===== config.mk =====
export PLATFORM = sky130hd
export DESIGN_NAME = insert_unit
export DESIGN_NICKNAME = d
export VERILOG_FILES = /design/src/verilog/hash_table_pkg.sv /design/src/verilog/insert_unit.sv /design/src/verilog/hash_h3.sv
export VERILOG_INCLUDE_DIRS = /design/src /design/src/verilog
export SDC_FILE = /design/constraint.sdc
export NUM_CORES = 1
export LEC_CHECK = 0
export ABC_AREA = 1
export BUFFER_PORTS_ARGS = -buffer_cell sky130_fd_sc_hd__buf_4
export CAP_MARGIN = 0
export CORE_MARGIN = 4
export CORE_UTILIZATION = 51
export DETAILED_ROUTE_END_ITERATION = 7
export HOLD_SLACK_MARGIN = 0.06
export PLACE_DENSITY = 0.82
export SYNTH_ARGS = -nofsm -noshare
export SYNTH_HDL_FRONTEND = slang
export SYNTH_SLANG_ARGS = --single-unit

===== constraint.sdc =====
create_clock -name clk -period 2.9 [get_ports clk]
set_clock_uncertainty 0.2 [all_clocks]
set_input_delay 0.58 -clock clk [delete_from_list [all_inputs] [get_ports clk]]
set_output_delay 0.58 -clock clk [all_outputs]
set_load 0.02 [all_outputs]

===== src/verilog/hash_table_macros.svh =====
`ifndef HASH_TABLE_MACROS_SVH
`define HASH_TABLE_MACROS_SVH

// Key and value widths of one table entry
`define HT_KEY_W 64
`define HT_VAL_W 16

// Bucket index width and bucket count, kept consistent
`define HT_IDX_W 10
`define HT_DEPTH 1024

`endif

===== src/verilog/hash_table_pkg.sv =====
`default_nettype none

`include "hash_table_macros.svh"

package hash_table_pkg;

	typedef struct packed {
		logic valid;
		logic [`HT_KEY_W-1:0] key;
		logic [`HT_VAL_W-1:0] value;
	} bucket_entry_t;

endpackage

`default_nettype wire


===== src/verilog/insert_unit.sv =====
`timescale 1ns/1ps
`default_nettype none

`include "hash_table_macros.svh"

module insert_unit (
	input  logic                          clk,
	input  logic                          rst,
	input  logic                          insert_req,
	input  logic [`HT_KEY_W-1:0]          insert_key,
	input  logic [`HT_VAL_W-1:0]          insert_value,
	output logic                          insert_busy,
	output logic                          insert_done,
	output logic                          insert_replaced,
	output logic                          in_req,
	output logic [`HT_IDX_W-1:0]          in_addr,
	output logic                          in_we,
	output hash_table_pkg::bucket_entry_t in_wdata,
	input  logic                          in_grant,
	input  hash_table_pkg::bucket_entry_t rdata
);

	localparam logic [2:0] S_IDLE = 3'd0;
	localparam logic [2:0] S_HASH = 3'd1;
	localparam logic [2:0] S_READ = 3'd2;
	localparam logic [2:0] S_WRITE = 3'd3;
	localparam logic [2:0] S_FINISH = 3'd4;

	logic [2:0] state;
	logic [`HT_KEY_W-1:0] key_q;
	logic [`HT_VAL_W-1:0] value_q;
	logic accept;

	assign accept = insert_req && (state == S_IDLE);

	hash_h3 u_hash_h3 (
		.clk(clk),
		.rst(rst),
		.load(accept),
		.key(insert_key),
		.index(in_addr)
	);

	always_ff @(posedge clk) begin
		if (accept) begin
			key_q <= insert_key;
			value_q <= insert_value;
		end
	end

	always_ff @(posedge clk or posedge rst) begin
		if (rst) begin
			state <= S_IDLE;
			insert_done <= 1'b0;
			insert_replaced <= 1'b0;
		end else begin
			insert_done <= 1'b0;
			case (state)
				S_IDLE: if (accept) state <= S_HASH;
				S_HASH: state <= S_READ;
				S_READ: if (in_grant) state <= S_WRITE;
				S_WRITE: if (in_grant) begin
					// Old entry is on rdata while the write goes out
					insert_replaced <= rdata.valid && (rdata.key != key_q);
					state <= S_FINISH;
				end
				default: begin
					insert_done <= 1'b1;
					state <= S_IDLE;
				end
			endcase
		end
	end

	assign insert_busy = (state != S_IDLE);
	assign in_req = (state == S_READ) || (state == S_WRITE); // Lock spans read and write
	assign in_we = (state == S_WRITE);
	assign in_wdata = {1'b1, key_q, value_q};

endmodule

`default_nettype wire


===== src/verilog/hash_h3.sv =====
`timescale 1ns/1ps
`default_nettype none

`include "hash_table_macros.svh"

module hash_h3 (
	input  logic                 clk,
	input  logic                 rst,
	input  logic                 load,
	input  logic [`HT_KEY_W-1:0] key,
	output logic [`HT_IDX_W-1:0] index
);

	// Row i is folded in when key bit i is set
	localparam logic [`HT_IDX_W-1:0] H3_ROWS [`HT_KEY_W] = '{
		10'b0110110101,
		10'b0000100000,
		10'b0101101001,
		10'b0001001100,
		10'b1001011101,
		10'b0101000110,
		10'b1100110001,
		10'b1001111011,
		10'b0010110110,
		10'b1101111111,
		10'b1110101100,
		10'b0001011101,
		10'b0111110010,
		10'b1011111001,
		10'b0011011101,
		10'b1001001010,
		10'b1011000000,
		10'b1010100010,
		10'b0110101110,
		10'b1100001111,
		10'b1000011011,
		10'b1010100001,
		10'b0001110110,
		10'b1111111100,
		10'b0111110000,
		10'b1010011111,
		10'b0011010010,
		10'b0011110110,
		10'b0011110000,
		10'b0110010001,
		10'b0111111101,
		10'b0011000001,
		10'b0001101101,
		10'b0011010010,
		10'b0110001001,
		10'b0100100010,
		10'b0111110100,
		10'b1010011001,
		10'b0010101000,
		10'b0100001100,
		10'b1001111000,
		10'b0011001001,
		10'b1010111011,
		10'b1110101000,
		10'b1101010010,
		10'b1011110001,
		10'b1000101000,
		10'b0010111010,
		10'b1100101100,
		10'b1010001000,
		10'b1000000111,
		10'b0001100001,
		10'b0000001110,
		10'b1101010001,
		10'b1001001011,
		10'b0001000010,
		10'b0010111000,
		10'b0000001000,
		10'b1000010001,
		10'b0001111000,
		10'b0101101000,
		10'b0010101001,
		10'b1110101100,
		10'b0010000001
	};

	logic [`HT_IDX_W-1:0] hash_next;

	always_comb begin
		hash_next = '0;
		for (int i = 0; i < `HT_KEY_W; i++) begin
			if (key[i])
				hash_next = hash_next ^ H3_ROWS[i];
		end
	end

	always_ff @(posedge clk or posedge rst) begin
		if (rst)
			index <= '0;
		else if (load)
			index <= hash_next; // Held until the next load
	end

endmodule

`default_nettype wire


# == Word level (Yosys, flattened, before mapping) ==
# Cells that the tools add are included.
# totals
inputBits,165
word_cells,153
output_inout_bits,96
reg_bits,95
# classes
bitwise_logic,63
n_reduce_logical,8
eq_ne,7
muxes,69
# ops
operator,count
10-bit 2-to-1 mux,28
9-bit 2-to-1 mux,13
8-bit 2-to-1 mux,13
5-bit inverter,16
64-bit != test,1
4-bit inverter,15
6-bit inverter,9
7-bit 2-to-1 mux,7
3-bit inverter,11
7-bit inverter,4
8-bit inverter,2
3-bit one-hot mux with 4 select lines,1
3-bit 2-to-1 mux,3
9-bit inverter,1
4-bit 2-to-1 mux,2
"3-bit by 2-bit equality test with 1-bit output, second input constant",2
6-bit 2-to-1 mux,1
5-bit inverter with 6-bit output,1
"2-bit != test, second input constant",2
2-bit inverter,2
4-bit OR reduction,1
"3-bit by 1-bit equality test with 1-bit output, second input constant",1
3-bit zero test,1
3-bit AND reduction,1
7 further kinds,9

# == Depth between registers and ports, before layout ==
# logic_depth
depth_word,127
ltp_mapped,17
mapped_depth_nobuf,16

# == Hierarchy ==
# Synthesis repeated with hierarchy kept, for this count alone.
# unflattened
hier_cells,1217
area_unflattened_um2,7957.6
# modules_own_cells
mod,cells_each,n_inst,area_each_um2
hash_h3,782,1,4052.6
insert_unit,435,1,3905.0

# == Worst setup path before layout ==
# No wires, ideal clock.
# synth_timing
kind,register -> register
start,reg state[0]
end,reg key_q[0] (enable)
period_less_slack_ns,2.229
setup_slack_ns,0.671
required_time_ns,2.317
path_buffers,1
arrival_time_ns,1.646
setup_time_ns,0.383
stages_incl_launch_ff,5
path_cell_list,dfrtp_1 nor2_1 nand2_1 nor2_1 buf_4
# synth_via
elab_chain_len,2
# synth_lines
item,line_no,text
"start, declared",insert_unit.sv:29,logic [2:0] state;
"start signal, assigned",insert_unit.sv:53,state <= S_IDLE;
"start signal, assigned",insert_unit.sv:59,S_IDLE: if (accept) state <= S_HASH;
"start signal, assigned",insert_unit.sv:60,S_HASH: state <= S_READ;
3-bit zero test,insert_unit.sv:34,assign accept = insert_req && (state == S_IDLE);
1-bit logical AND,insert_unit.sv:34,
via accept,insert_unit.sv:32,logic accept;
"end signal, assigned",insert_unit.sv:46,key_q <= insert_key;
"end, declared",insert_unit.sv:30,logic [`HT_KEY_W-1:0] key_q;
# The timed path passes the listed nets, and every way through them passes these cells.
# A chain may end at the register's enable or synchronous reset.

# == Final worst setup path ==
# layout_timing
start,in insert_key[6]
end,reg u_hash_h3.index[0]
# layout_via
elab_chain_len,83
# layout_lines
item,line_no,text
"start, declared",insert_unit.sv:10,"input logic [`HT_KEY_W-1:0] insert_key,"
10-bit 2-to-1 mux (*),hash_h3.sv:87,if (key[i])
7-bit inverter (no source line),-,
10-bit 2-to-1 mux (*),hash_h3.sv:87,
8-bit 2-to-1 mux (*),hash_h3.sv:87,
9-bit inverter (no source line),-,
10-bit 2-to-1 mux (*) (2 in series),hash_h3.sv:87,
5-bit inverter (no source line),-,
7-bit 2-to-1 mux (*),hash_h3.sv:87,
(+66 left out),-,
10-bit 2-to-1 mux (*),hash_h3.sv:87,
7-bit 2-to-1 mux (*),hash_h3.sv:87,
9-bit 2-to-1 mux (*),hash_h3.sv:87,
4-bit inverter (no source line),-,
8-bit 2-to-1 mux (*),hash_h3.sv:87,
10-bit 2-to-1 mux (*),hash_h3.sv:87,
2-bit inverter (no source line),-,
8-bit 2-to-1 mux (*),hash_h3.sv:87,
"end signal, assigned",hash_h3.sv:96,index <= hash_next;
"end, declared",hash_h3.sv:11,output logic [`HT_IDX_W-1:0] index
# Every way passes the cells marked *; elsewhere a longest branch is shown, timed or not.

==> results.cfg <==
[global_route]
grt_max_degree = 71
antenna_found_initial = 0
grt.met2_usage = 0.463
grt_remaining_overflow = 0
use_met1 = 0.304
grt_use_total = 0.256
top_usage_layer = met2
grt_pass1_vias = 6303
grt_pass1_wl_um = 32100
grtUsageMet3 = 0.0472

[timing]
hold_viol = 0
post-route-period-util = 0.741
worstMarginPinSlew_ns = 0.594
rsz0062_at_grt = false
max_freq_ghz = 0.465
max-slew-margin-rel = 0.604
post-route-min-period_ns = 2.15
setup-tns-final_ns = 0
finalSetupViolations = 0
fin_hold_ws_ns = 0.0958
drv_slew = 0

[power]
p_leak_uw = 0.00462
p_per_area_nw_per_um2 = 616
power_uw = 5770
ir_drop_v = 0.000323

[clock_tree]
cts_buffers = 9
clk_path_buf_depth = 2
clk_pin_slew_worst_paths_ns = 0.07
insertion_delay_ns = 0.34
post_cts_buffers = 0
numClockSinks = 95
ctsResizeCount = 0
cts_tree = built
htreeDepth = 3
root_buffer = clkbuf_16
ctsHoldBuffers = 0

[critical_path]
worstSetupEndpointType = flip-flop
cpPeakStageDelay_ns = 0.48
crit_top_cell = nand2_1
critPathKind = primary input to flip-flop
cp_slowest_cell = xor2_1
crit_chain = buf_4, inv_1, nand2_1, nand2_1, xor2_1, inv_1, nand2_1, nand2_1, inv_2, nand2_1, nand2_1, nand2_1, nand2_1, nand2_1, nand2_1, a21boi_1
cp-start-kind = primary input
cp.arrival_ns = 2.17
required_ns = 2.92
worstPathMaxFanout = 6

[routing]
dr.pass1.iters = 5
wl_per_cell_um = 16.1
routed_wl_um = 20800
detail-route-antenna-nets = 0
vias = 6473
via_per_inst = 5.01
drt_iter0_drc = 465
remaining_drc_errors = 0

[die]
die_w_um = 126
die_h_um = 126
coreArea_um2 = 13800
io_pins = 261
row_count = 43
dieArea_um2 = 16000
start_util = 0.517

[layout]
utilization = 0.678
fill_cells = 1142
finalNetCount = 1273
drive_above_1_share = 0.257
final_cell_area_um2 = 9370
syn_to_final_growth_pct = 31.1
diodes = 0

[placement]
io_buffers = 243
post_dp_cell_area_um2 = 9090
dp_hpwl_um = 16500
globalplace.congestion = 0.950

[yosys]
syn_nets = 1047
synth-seq-cells = 95
yosysWarnings = 0
postSynthCellCount = 882
synth_top_cell_by_area = edfxtp_1
synth_cell_type_count = 31
ys_seq_area_frac = 0.389
netlist_top_cells_area = edfxtp_1, xnor2_1, nand2_1, xor2_1, inv_1
synth_top_area_share = 0.336
synth_area_um2 = 7150
syn-mean-instance-area_um2 = 8.11

[min_path]
worstHoldPathType = primary input to asynchronous set/reset pin

[status]
status = finished clean

[flow_run]
drv_cap = 0
power by group:
group	leakage [uW]	switching, uW	internal, uW
clock	0.000140	558	600
sequential	0.000917	155	1830
combinational	0.00356	1540	1080
total	0.00462	2260	3510
cells in the final DEF, fill, tap and decap left out:
master	count
inv_6	2
nor2_4	1
buf_12	1
o22ai_1	2
edfxtp_1	80
nor3_1	4
xor2_2	1
xnor2_1	128
nand3b_1	5
nand2_1	270
inv_2	8
o2111ai_1	1
nor3b_1	3
or2_0	2
clkinv_1	1
nor2_1	34
clkinv_2	1
clkinvlp_4	1
xnor2_2	5
o21ai_0	5
buf_4	245
conb_1	1
nor4_1	4
dfrtp_1	15
clkbuf_16	9
xor2_1	90
a21boi_1	2
inv_1	107
nand3_1	50
nand4_1	6
or2_1	10
or2_2	9
a21oi_1	5
a21o_1	1
o211ai_1	1
clkinv_4	1
inv_8	2
kinds of logic (layout without fill, tap and decap cells):
family,after synthesis,after routing,share of synthesized area
AO/OA/AOI/OAI,17,17,0.0142
XOR/XNOR,224,224,0.281
buffers and inverters,147,378,0.0826
flip-flops,95,95,0.389
other,1,1,0.000525
AND/OR/NAND/NOR,398,398,0.233
final timing paths:
kind	endpoint	cells after the start	slack [ns]	startpoint
max	u_hash_h3.index[0]	16	0.75	insert_key[6]
min	insert_replaced	2	0.1	rst
max reg2reg	insert_replaced	9	0.84	key_q[18]
min reg2reg	insert_done	0	0.26	state[2]
max in group asynchronous	u_hash_h3.index[1]	2	2.01	rst
min in group clk	value_q[7]	1	0.20	insert_value[7]
worst max-delay path, delay by kind of cell:
kind	cells	cell delay, ns
simple gates	10	0.72
xor+xnor	1	0.48
compound gates	1	0.06
buf+inv	4	0.34
metrics by stage:
step                      cells  setup WS, ns
after floorplan             882         0.671
after global placement     1277         0.503
after detailed placement   1277         0.459
after CTS                  1293         0.789
after global routing       1293         0.567
final                      1293         0.751
Yosys cell counts (all sizes together):
cell type / count
inv: 115
nand3b: 5
buf: 27
a21o: 1
nor3: 4
nor3b: 3
nand2: 270
clkbuf: 4
o2111ai: 1
conb: 1
o22ai: 2
xor2: 91
o211ai: 1
nor4: 4
or2: 21
dfrtp: 15
o21ai: 5
nor2: 35
a21oi: 5
xnor2: 133
a21boi: 2
edfxtp: 80
nand3: 50
clkinv: 1
nand4: 6
flip-flops by register name (all words and copies together) (netlist names):
signal,flops
key_q,64
value_q,16
u_hash_h3.index,10
state,3
insert_done,1
insert_replaced,1
routing by layer:
layer / up-vias / routed length [um]
met2: 271 / 10600
met3: 41 / 1590
met1: 3006 / 8000
li1: 3155 / -
met4: 0 / 579
met5: - / 0
area by class of cell:
class                   count  area, um^2  area share
multi-input cells         640        3790       0.404
well taps                 180         225      0.0240
repair buffers            246        1860       0.198
flip-flops and latches     95        2780       0.296
clock inverters             7        61.3     0.00654
clock buffers               9         225      0.0240
inverters                 116         435      0.0465
(Power assumes the default switching activity.)
