`src/verilog/hash_table_macros.svh`:
```
`ifndef HASH_TABLE_MACROS_SVH
`define HASH_TABLE_MACROS_SVH

// Key and value widths of one table entry
`define HT_KEY_W 64
`define HT_VAL_W 16

// Bucket index width and bucket count, kept consistent
`define HT_IDX_W 10
`define HT_DEPTH 1024

`endif
```
`src/verilog/hash_table_pkg.sv`:
```
`default_nettype none

`include "hash_table_macros.svh"

package hash_table_pkg;

	typedef struct packed {
		logic valid;
		logic [`HT_KEY_W-1:0] key;
		logic [`HT_VAL_W-1:0] value;
	} bucket_entry_t;

endpackage

`default_nettype wire

```
`src/verilog/bucket_arbiter.sv`:
```
`timescale 1ns/1ps
`default_nettype none

`include "hash_table_macros.svh"

module bucket_arbiter (
	input  logic                          clk,
	input  logic                          rst,
	input  logic                          lk_req,
	input  logic [`HT_IDX_W-1:0]          lk_addr,
	output logic                          lk_grant,
	input  logic                          in_req,
	input  logic [`HT_IDX_W-1:0]          in_addr,
	input  logic                          in_we,
	input  hash_table_pkg::bucket_entry_t in_wdata,
	output logic                          in_grant,
	output logic [`HT_IDX_W-1:0]          mem_addr,
	output logic                          mem_we,
	output hash_table_pkg::bucket_entry_t mem_wdata
);

	logic owner_valid;
	logic owner_in; // Owner is the insert unit
	logic last_in; // Insert unit was served last

	always_comb begin
		lk_grant = 1'b0;
		in_grant = 1'b0;
		if (owner_valid && owner_in && in_req)
			in_grant = 1'b1; // Lock held by insert
		else if (owner_valid && !owner_in && lk_req)
			lk_grant = 1'b1;
		else if (lk_req && in_req) begin
			if (last_in)
				lk_grant = 1'b1;
			else
				in_grant = 1'b1;
		end else if (lk_req)
			lk_grant = 1'b1;
		else if (in_req)
			in_grant = 1'b1;
	end

	always_ff @(posedge clk or posedge rst) begin
		if (rst) begin
			owner_valid <= 1'b0;
			owner_in <= 1'b0;
			last_in <= 1'b0;
		end else begin
			owner_valid <= lk_grant | in_grant;
			owner_in <= in_grant;
			if (lk_grant | in_grant)
				last_in <= in_grant;
		end
	end

	assign mem_addr = in_grant ? in_addr : lk_addr;
	assign mem_we = in_grant & in_we; // Lookups only read
	assign mem_wdata = in_wdata;

endmodule

`default_nettype wire

```
`config.mk`:
```
export PLATFORM = sky130hd
export DESIGN_NAME = bucket_arbiter
export DESIGN_NICKNAME = d
export VERILOG_FILES = /design/src/verilog/hash_table_pkg.sv /design/src/verilog/bucket_arbiter.sv
export VERILOG_INCLUDE_DIRS = /design/src /design/src/verilog
export SDC_FILE = /design/constraint.sdc
export NUM_CORES = 1
export LEC_CHECK = 0
export BUFFER_PORTS_ARGS = -buffer_cell sky130_fd_sc_hd__buf_4
export CAP_MARGIN = 25
export CORE_AREA = 2 2 77 79
export CTS_CLUSTER_SIZE = 14
export DETAILED_ROUTE_END_ITERATION = 12
export DIE_AREA = 0 0 79 81
export PLACE_DENSITY = 0.58
export SLEW_MARGIN = 25
export SYNTH_ARGS = -nofsm -noshare
export SYNTH_HDL_FRONTEND = slang
export SYNTH_SLANG_ARGS = --single-unit
```
`constraint.sdc`:
```
create_clock -name clk -period 2.5 [get_ports clk]
set_input_delay 0.625 -clock clk [delete_from_list [all_inputs] [get_ports clk]]
set_output_delay 0.625 -clock clk [all_outputs]
set_load 0.02 [all_outputs]
```
After elaboration in Yosys (flattened, before gate mapping)
Cells that the tools add are included.

storage, ports and cells
  flip-flop bits (word level) = 3
  input bits = 106
  output and inout bits = 94
  logic and storage cells = 23

cells by class
  multiplexer cells = 12
  bitwise gates (word level) = 2
  reduce and logical (&&, ||, !) cells = 6

operators with widths
  operator             number
  $mux W1              11
  $mux W10             1
  $logic_and A1 B1 Y1  5
  $and A1 B1 Y1        1
  $logic_not A1 Y1     1
  $or A1 B1 Y1         1

Logic depth before layout (Yosys ltp)
Gate-level depths: netlist of the first run.

  depth in word-level cells = 6
  depth in mapped cells = 4
  depth with buffers taken out = 3

Least setup slack after synthesis of the first run
OpenSTA, ideal clock, no wires.

  path kind = input port to output port
  start point = input port in_req
  end point = output port mem_addr[1]
  arrival = 1.370 ns
  required time = 1.875 ns
  setup slack = 0.505 ns
  stages on the path = 4
  buffers on the path = 1
  cells stage by stage = inv_1 -> a31oi_4 -> buf_12 -> mux2_4

on the way
  longest elaborated chain between the ends = 6
  elaborated cells on any way between the ends = 8
  those cells by class = mux: 6; reduce/logical: 2

ends and longest elaborated chain
  item                RTL line              RTL
  start: declaration  bucket_arbiter.sv:12  input logic in_req,
  $mux W1             bucket_arbiter.sv:40  else if (in_req)
  $mux W1             bucket_arbiter.sv:38  end else if (lk_req)
  $mux W1             bucket_arbiter.sv:33  else if (lk_req && in_req) begin
  $mux W1             bucket_arbiter.sv:31  else if (owner_valid && !owner_in && lk_req)
  $mux W1 (*)         bucket_arbiter.sv:29  if (owner_valid && owner_in && in_req)
  via in_grant        bucket_arbiter.sv:16  output logic in_grant,
  $mux W10 (*)        bucket_arbiter.sv:57  assign mem_addr = in_grant ? in_addr : lk_addr;
  end: declaration    bucket_arbiter.sv:17  output logic [`HT_IDX_W-1:0] mem_addr,

Mark *: on every way through the listed nets, which the timed path passes. The rest lies on a longest branch.

Worst setup path after layout of the first run
  start point = register last_in
  end point = output port mem_addr[9]

on the way
  longest elaborated chain between the ends = 5

ends and longest elaborated chain
  item                      RTL line              RTL
  start: declaration        bucket_arbiter.sv:24  logic last_in;
  start signal: assignment  bucket_arbiter.sv:53  last_in <= in_grant;
  $mux W1                   bucket_arbiter.sv:34  if (last_in)
  $mux W1                   bucket_arbiter.sv:33
  $mux W1                   bucket_arbiter.sv:31
  $mux W1                   bucket_arbiter.sv:29
  $mux W10                  bucket_arbiter.sv:57

Every way passes these cells.

==> results of run 1 <==
cells by family (layout without fill, tap and decap cells):
logic type	after synthesis	in the layout	share of synthesized area (%)
buf+inv	84	44	68.74
simple gates	6	6	3.654
compound gates	3	3	4.060
mux	10	10	15.43
flops	3	3	8.119
layer usage:
metal	up-vias	routed length (um)
li1	170	-
met1	160	339
met2	53	571
met3	44	458
met4	0	310
met5	-	0
worst max-delay path, cell delays in order, from the launching register on:
cell     delay (ns)
dfrtp_1        0.37
or2_4          0.26
a31oi_4        0.18
buf_12         0.17
mux2_2         0.34
buf_4          0.16
state kept, by name, indices dropped and copies added (netlist names):
signal / count
last_in: 1
owner_in: 1
owner_valid: 1
layout make-up:
cell class | instances | area [um2]
multi-input cells | 19 | 214.0
well taps | 75 | 93.84
clock buffers | 4 | 45.04
inverters | 2 | 7.507
repair buffers | 38 | 297.8
flip-flops and latches | 3 | 75.07
fillers | 654 | 4942
through the flow:
stage	worst slack (ns)	total power [uW]	area, um2
2_1_floorplan	0.5049	316.0	924.6
3_5_place_dp	0.2697	187.2	688.2
6_report	0.1918	323.9	733.2
3_3_place_gp	0.2734	186.3	688.2
4_1_cts	0.1749	331.9	733.2
5_1_grt	0.1318	346.2	733.2
cells in the final DEF (no fill, tap or decap), types with 2 or more instances in the layout:
cell and instances:
mux2_4 8, inv_1 2, dfrtp_1 3, buf_4 37, clkbuf_8 3, nand2_1 2
mux2_2 2
report_power, final:
part	switching, uW	internal (uW)
sequential	1.56	52.7
clock	29.9	109
combinational	53.7	77.5
Yosys cell counts:
| library cell | count |
|---|---|
| dfrtp_1 | 3 |
| or2_4 | 1 |
| nand2_1 | 2 |
| nor2_1 | 1 |
| or2_2 | 1 |
| buf_12 | 1 |
| o2bb2ai_1 | 1 |
| mux2_2 | 2 |
| mux2_4 | 8 |
| a31oi_4 | 1 |
| a21boi_0 | 1 |
| and2_2 | 1 |
| buf_4 | 81 |
| inv_1 | 2 |
worst paths after layout:
kind	endpoint	slack, ns	cells after the start
worst max-delay path	mem_addr[9]	0.19	5
worst min-delay path	last_in	0.28	2
worst max register to register	owner_in	1.45	3
worst min register to register	last_in	0.58	2
max in group asynchronous	owner_in	2.09	2
min in group clk	last_in	0.58	2
==> run_results.csv, run 1 <==
group,metric,value,unit
yosys,synth_seq_area_share,8.119,%
detailed_routing,routed_via_density,3.028,
die,die_x,79,um
clock_tree,clk_path_buf_depth,2,
power,p_leak,0.0003504,uW
timing,worstMarginPinSlew,0.1717,ns
detailed_routing,drc,0,
global_route,met2_usage,4.746,%
worst_setup_path,critPathCaptureType,"primary output",
cells_and_area,area_growth_syn_to_layout,-20.70,%
yosys,yosysTopAreaCell,"buf_4",
cells_and_area,drive_above_1_share,83.33,%
clock_tree,htree_levels,1,
yosys,synth_area,924.6,um2
cells_and_area,antennaDiodeCount,0,
cells_and_area,fin_cells,141,
clock_tree,path_clk_slew,0.03,ns
worst_setup_path,required,1.88,ns
yosys,syn_area_per_cell,8.723,um2
detailed_routing,vias,427,
worst_setup_path,path_max_fanout,13,
worst_setup_path,critPathKind,"flip-flop to primary output",
timing,setup_viol,0,
timing,period_share,92.33,%
yosys,synthCells,106,
yosys,ys_types,14,
job,maxCapViolCount,0,
die,dieArea,6399,um2
clock_tree,clock_latency,0.21,ns
die,placementRows,28,
detailed_routing,ant_nets,0,
global_route,met1_usage,2.458,%
global_route,antenna_found_initial,0,
clock_tree,post-cts-setup-buffers,0,
yosys,ys_ff_latch,3,
clock_tree,cts_tree,"yes",
timing,slew_violations,0,
worst_setup_path,crit_arrival,1.68,ns
detailed_routing,routedWlPerCell,11.91,um
global_route,grt_max_degree,14,
global_route,grt_usage,4.807,%
global_route,gr-usage-met3,4.667,%
timing,skew,0.0006761,ns
power,peakVddDrop,0.07093,mV
place,routabilityCongestion,0.6051,
timing,slew_headroom,88.45,%
global_route,grt_pass1_wl,2.145,mm
timing,max_freq,433.2,MHz
place,port_buffers,37,
worst_setup_path,timing.rr.start,"last_in",
yosys,syn_nets,212,
clock_tree,clock_sinks,3,
detailed_routing,drt_iter0_drc,3,
die,die_y,81,um
worst_setup_path,critPathLaunchType,"flip-flop",
global_route,grt_overflow,0,
global_route,busiest_layer,"met4",
worst_setup_path,crit_path_start,"last_in",
timing,period_minus_slack,2.308,ns
global_route,grt_pass1_vias,444,
die,core_area,5675,um2
outcome,status,"finished clean",
clock_tree,clock_tree.root_cell,"clkbuf_8",
place,dp.cells,137,
cells_and_area,nets,173,
yosys,synth_top_area_share,65.76,%
yosys,synth.area.top_cells,"buf_4 (66%), mux2_4 (13%), dfrtp_1 (8.1%)",
cells_and_area,final_core_util,12.92,%
min_path,hp-class,"input port to asynchronous set/reset pin",
clock_tree,cts_resized,0,
detailed_routing,routed_wl,1.680,mm
die,io_pins,200,
timing,hold_ws,0.2837,ns
clock_tree,postCtsHoldBufs,0,
detailed_routing,first_pass_iters,3,
timing,hold_viol,0,
timing,rsz0062_at_grt,"false",
power,power_density,441.7,nW/um2
yosys,ys_warn_count,0,
clock_tree,numCtsBuffers,3,
timing,tns,0,ns
die,start_util,16.29,%
Note: power is estimated with default switching activity, not from simulation.
==> run 2, diff against run 1 <==
clock period = 2.96 ns   (was 2.5 ns; I/O delays follow)
==> run 2 against run 1 <==
  * Critical path type is now input port to primary output
  * Routed wire length grew 0.83%
  * Worst setup slack gained 0.12 ns
  * Non-clock buffer count is the same
  * Combinational power shrank 18%
  * Critical path depth is the same
  * Die area is the same
  * First-iteration DRC count grew 100%
  * Critical endpoint is now mem_addr[0]
  * Sequential share of layout area grew 0.18 points
==> run_results.csv, run 2 (same netlist as run 1, synthesis figures left out) <==
group,metric,value,unit
outcome,status,"finished clean",
detailed_routing,routed_wl,1.694,mm
clock_tree,postCtsHoldBufs,0,
detailed_routing,routed_via_density,3.142,
clock_tree,clock_latency,0.21,ns
worst_setup_path,crit_arrival,1.91,ns
clock_tree,clk_path_buf_depth,2,
clock_tree,post-cts-setup-buffers,0,
global_route,grt_pass1_vias,401,
clock_tree,clock_sinks,3,
cells_and_area,drive_above_1_share,83.33,%
detailed_routing,drt_iter0_drc,6,
worst_setup_path,critPathKind,"input port to primary output",
worst_setup_path,cp_slowest_cell,"a31oi_4",
cells_and_area,fin_cells,141,
global_route,grt_usage,4.691,%
die,dieArea,6399,um2
die,start_util,16.29,%
worst_setup_path,crit_family,"compound AO/OA/AOI/OAI gates",
worst_setup_path,path_max_fanout,13,
cells_and_area,area_growth_syn_to_layout,-22.06,%
power,peakVddDrop,0.09714,mV
global_route,grt_max_degree,14,
worst_setup_path,max_stage_delay,0.46,ns
global_route,antenna_found_initial,0,
cells_and_area,final_core_util,12.70,%
global_route,grt_overflow,0,
global_route,grt_pass1_wl,2.076,mm
worst_setup_path,critPathCaptureType,"primary output",
timing,hold_viol,0,
timing,worstMarginPinSlew,0.5504,ns
place,dpl_cell_area,675.6,um2
detailed_routing,ant_nets,0,
timing,max_freq,378.0,MHz
worst_setup_path,critPathLaunchType,"input port",
worst_setup_path,r2r-end,"owner_in",
timing,slew_violations,0,
timing,setup_viol,0,
cells_and_area,antennaDiodeCount,0,
place,routabilityCongestion,0.5977,
min_path,hp-class,"input port to asynchronous set/reset pin",
detailed_routing,vias,443,
die,placementRows,28,
place,port_buffers,37,
cells_and_area,top_regs,"last_in x1, owner_in x1, owner_valid x1",
die,core_area,5675,um2
die,die_y,81,um
worst_setup_path,worst-r2r-cell-count,3,
timing,tns,0,ns
cells_and_area,final_common_cell,"buf_4",
timing,rsz0062_at_grt,"false",
clock_tree,htree_levels,1,
worst_setup_path,cp.buffers_inverters,3,
clock_tree,cts_tree,"yes",
cells_and_area,nFillCells,660,
detailed_routing,drc,0,
clock_tree,cts_resized,0,
detailed_routing,first_pass_iters,2,
clock_tree,clock_tree.root_cell,"clkbuf_8",
cells_and_area,final_cell_mix,"buf_4 (38), mux2_4 (8), clkbuf_8 (3), dfrtp_1 (3)",
place,dp.cells,137,
clock_tree,numCtsBuffers,3,
die,io_pins,200,
timing,period_share,89.38,%
power,power_density,377.1,nW/um2
worst_setup_path,crit_path_cell_trace,"buf_4, inv_1, a31oi_4, mux2_2, buf_4",
worst_setup_path,cp_common_cell,"buf_4",
timing,period_minus_slack,2.646,ns
timing,skew,0.0004390,ns
worst_setup_path,timing.rr.start,"last_in",
clock_tree,path_clk_slew,0.03,ns
die,die_x,79,um
cells_and_area,nets,173,
power,p_leak,0.0003464,uW
worst_setup_path,crit_cells,5,
worst_setup_path,required,2.22,ns
cells_and_area,final_area,720.7,um2
job,maxCapViolCount,0,
detailed_routing,routedWlPerCell,12.01,um
timing,slew_headroom,63.30,%
timing,hold_ws,0.3970,ns
worst_setup_path,r2r_setup_slack,1.60,ns
==> run 2: changes by cell type in the layout (fill, tap and decap cells not counted) <==
cell / delta
buf_12: -1
buf_4: +1
==> run 2: per-stage QoR <==
step                setup slack [ns]  power, uW
finish                        0.3145      271.8
floorplan                     0.7349      266.9
detailed placement            0.2923      155.4
CTS                           0.2898      278.2
global route                  0.2228      285.9
global placement              0.3053      154.3
==> run 2: area by class of cell <==
type | count | area (um2) | share of cell area (%)
inverters | 2 | 7.507 | 1.042
repair buffers | 38 | 285.3 | 39.58
clock buffers | 4 | 45.04 | 6.250
multi-input cells | 19 | 214.0 | 29.69
well taps | 75 | 93.84 | 13.02
flip-flops and latches | 3 | 75.07 | 10.42
==> run 2: worst max-delay path by stage <==
stage,from,end,slack [ns]
3_3_place_gp,in_req,mem_addr[0],0.31
6_report,in_req,mem_addr[0],0.31
5_1_grt,in_req,mem_addr[0],0.22
2_1_floorplan,in_req,mem_addr[1],0.73
4_1_cts,in_req,mem_addr[0],0.29
3_5_place_dp,in_req,mem_addr[0],0.29
==> run 2: report_power, final <==
group / switching (uW) / internal, uW
combinational: 44.9 / 62.9
sequential: 1.26 / 44.5
clock: 26.5 / 91.8
==> run 2: per-layer routing <==
layer	routed length, um	global-route usage (%)
met5	0	0
met4	316	12.24
met2	600	4.492
met1	322	2.658
met3	455	4.111
==> run 3, diff against run 2 <==
==> constraint.sdc (replaced) <==
create_clock -name clk -period 2.96 [get_ports clk]
set_input_delay 0.296 -clock clk [delete_from_list [all_inputs] [get_ports clk]]
set_output_delay 0.296 -clock clk [all_outputs]
set_load 0.02 [all_outputs]
==> run 3 against run 2 <==
  * Count of clock-buffer cells in the layout unchanged
  * Routed wire length grew 1.1%
  * Power is 0.35% lower
  * Critical path depth fell by 1
  * Sequential share of layout area about the same
  * Combinational power about the same
  * Non-clock buffer count did not move
  * Largest cell class unchanged
  * Highest routed layer unchanged
==> run_results.csv, run 3 (same netlist as run 1, synthesis figures left out) <==
group,metric,value,unit
outcome,status,"finished clean",
detailed_routing,first_pass_iters,2,
clock_tree,numCtsBuffers,3,
clock_tree,clock_latency,0.21,ns
cells_and_area,register_area,75.07,um2
cells_and_area,nets,173,
detailed_routing,routed_via_density,3.057,
detailed_routing,routed_wl,1.712,mm
clock_tree,postCtsHoldBufs,1,
power,power_frac_comb,39.6,%
global_route,gr-usage-met3,4.667,%
worst_setup_path,required,2.66,ns
die,die_x,79,um
global_route,met2_usage,4.322,%
cells_and_area,multiInputGateArea,214.0,um2
timing,slew_headroom,63.09,%
min_path,hp-class,"input port to flip-flop",
power,clkPwrFrac,43.4,%
timing,period_minus_slack,2.171,ns
clock_tree,path_clk_slew,0.03,ns
place,dpl_cell_area,668.1,um2
detailed_routing,ant_nets,0,
die,io_pins,200,
detailed_routing,vias,431,
die,start_util,16.29,%
cells_and_area,final_common_cell,"buf_4",
die,dieArea,6399,um2
worst_setup_path,path_max_fanout,13,
global_route,grt_overflow,0,
power,p_sw,72.06,uW
cells_and_area,nFillCells,657,
cells_and_area,final_area,723.2,um2
clock_tree,post-cts-setup-buffers,0,
cells_and_area,final_cell_mix,"buf_4 (37), mux2_4 (8), clkbuf_8 (3), dfrtp_1 (3)",
power,p_total,270.8,uW
detailed_routing,drc,0,
global_route,grt_pass1_vias,402,
timing,rsz0062_at_grt,"false",
detailed_routing,routedWlPerCell,12.14,um
job,maxCapViolCount,0,
power,power_density,374.5,nW/um2
global_route,met1_usage,2.593,%
cells_and_area,top_regs,"last_in x1, owner_in x1, owner_valid x1",
timing,tns,0,ns
timing,hold_viol,0,
power,p_seq_share,16.9,%
timing,skew,0.001448,ns
clock_tree,cts_resized,0,
global_route,busiest_layer,"met4",
die,placementRows,28,
worst_setup_path,critPathKind,"flip-flop to primary output",
cells_and_area,area_growth_syn_to_layout,-21.79,%
clock_tree,clk_path_buf_depth,2,
die,die_y,81,um
power,p_leak,0.0003456,uW
global_route,antenna_found_initial,0,
clock_tree,clock_sinks,3,
global_route,grt_usage,4.669,%
worst_setup_path,critPathCaptureType,"primary output",
detailed_routing,drt_iter0_drc,12,
place,routabilityCongestion,0.6146,
clock_tree,htree_levels,1,
timing,setup_viol,0,
clock_tree,cts_tree,"yes",
timing,max_freq,460.7,MHz
cells_and_area,drive_above_1_share,81.82,%
power,intPower,198.8,uW
clock_tree,clock_tree.root_cell,"clkbuf_8",
cells_and_area,antennaDiodeCount,0,
worst_setup_path,crit_arrival,1.87,ns
place,port_buffers,37,
die,core_area,5675,um2
power,peakVddDrop,0.1035,mV
timing,worstMarginPinSlew,0.5536,ns
global_route,grt_pass1_wl,2.090,mm
timing,period_share,73.33,%
timing,slew_violations,0,
power,switching_share,26.60,%
global_route,grt_max_degree,14,
worst_setup_path,critPathLaunchType,"flip-flop",
[run 3: changes by cell type in the layout (fill, tap and decap cells not counted), sizes merged]
cell	before	now
dlygate4sd3	0	1
buf	38	37
[run 3: worst paths after layout]
kind	start	end	slack, ns	depth (start not counted)
min in group asynchronous	rst	owner_in	0.51	3
setup / recovery	last_in	mem_addr[9]	0.79	4
hold / removal	lk_req	last_in	0.30	2
max in group asynchronous	rst	last_in	2.32	3
hold reg to reg	last_in	last_in	0.56	2
setup reg to reg	last_in	owner_in	1.68	2
[run 3: metal layers]
layer / share of wire [%] / routed length, um
met5: 0 / 0
met4: 17 / 296
met3: 27 / 458
met2: 34 / 589
met1: 21 / 367
[run 3: critical path, cell delays in order, from the launching register on]
cell,delay [ns]
dfrtp_1,0.37
or2_4,0.26
a31oi_4,0.48
mux2_2,0.40
buf_4,0.15
[run 3: stage by stage]
step	instances	hold WS [ns]	utilization, %	setup WS [ns]
2_1_floorplan	106	0.04964	-	1.330
3_3_place_gp	136	0.1855	11.77	1.009
3_5_place_dp	136	0.1837	11.77	1.000
4_1_cts	141	0.2921	12.74	0.7635
5_1_grt	141	0.2988	12.74	0.7118
6_report	141	0.3007	12.74	0.7893
[run 3: power by group through the flow]
stage | Combinational, uW | Sequential (uW) | Clock [uW]
6_report | 107 | 45.9 | 118
5_1_grt | 114 | 46.1 | 128
4_1_cts | 109 | 45.9 | 123
3_5_place_dp | 107 | 46.3 | 0
3_3_place_gp | 107 | 46.2 | 0
2_1_floorplan | 221 | 46.0 | 0
[run 3: final cells by class]
cell class | count | share of cell area (%)
repair buffers | 38 | 39.79
multi-input cells | 19 | 29.58
well taps | 75 | 12.98
flip-flops and latches | 3 | 10.38
clock buffers | 4 | 6.228
inverters | 2 | 1.038
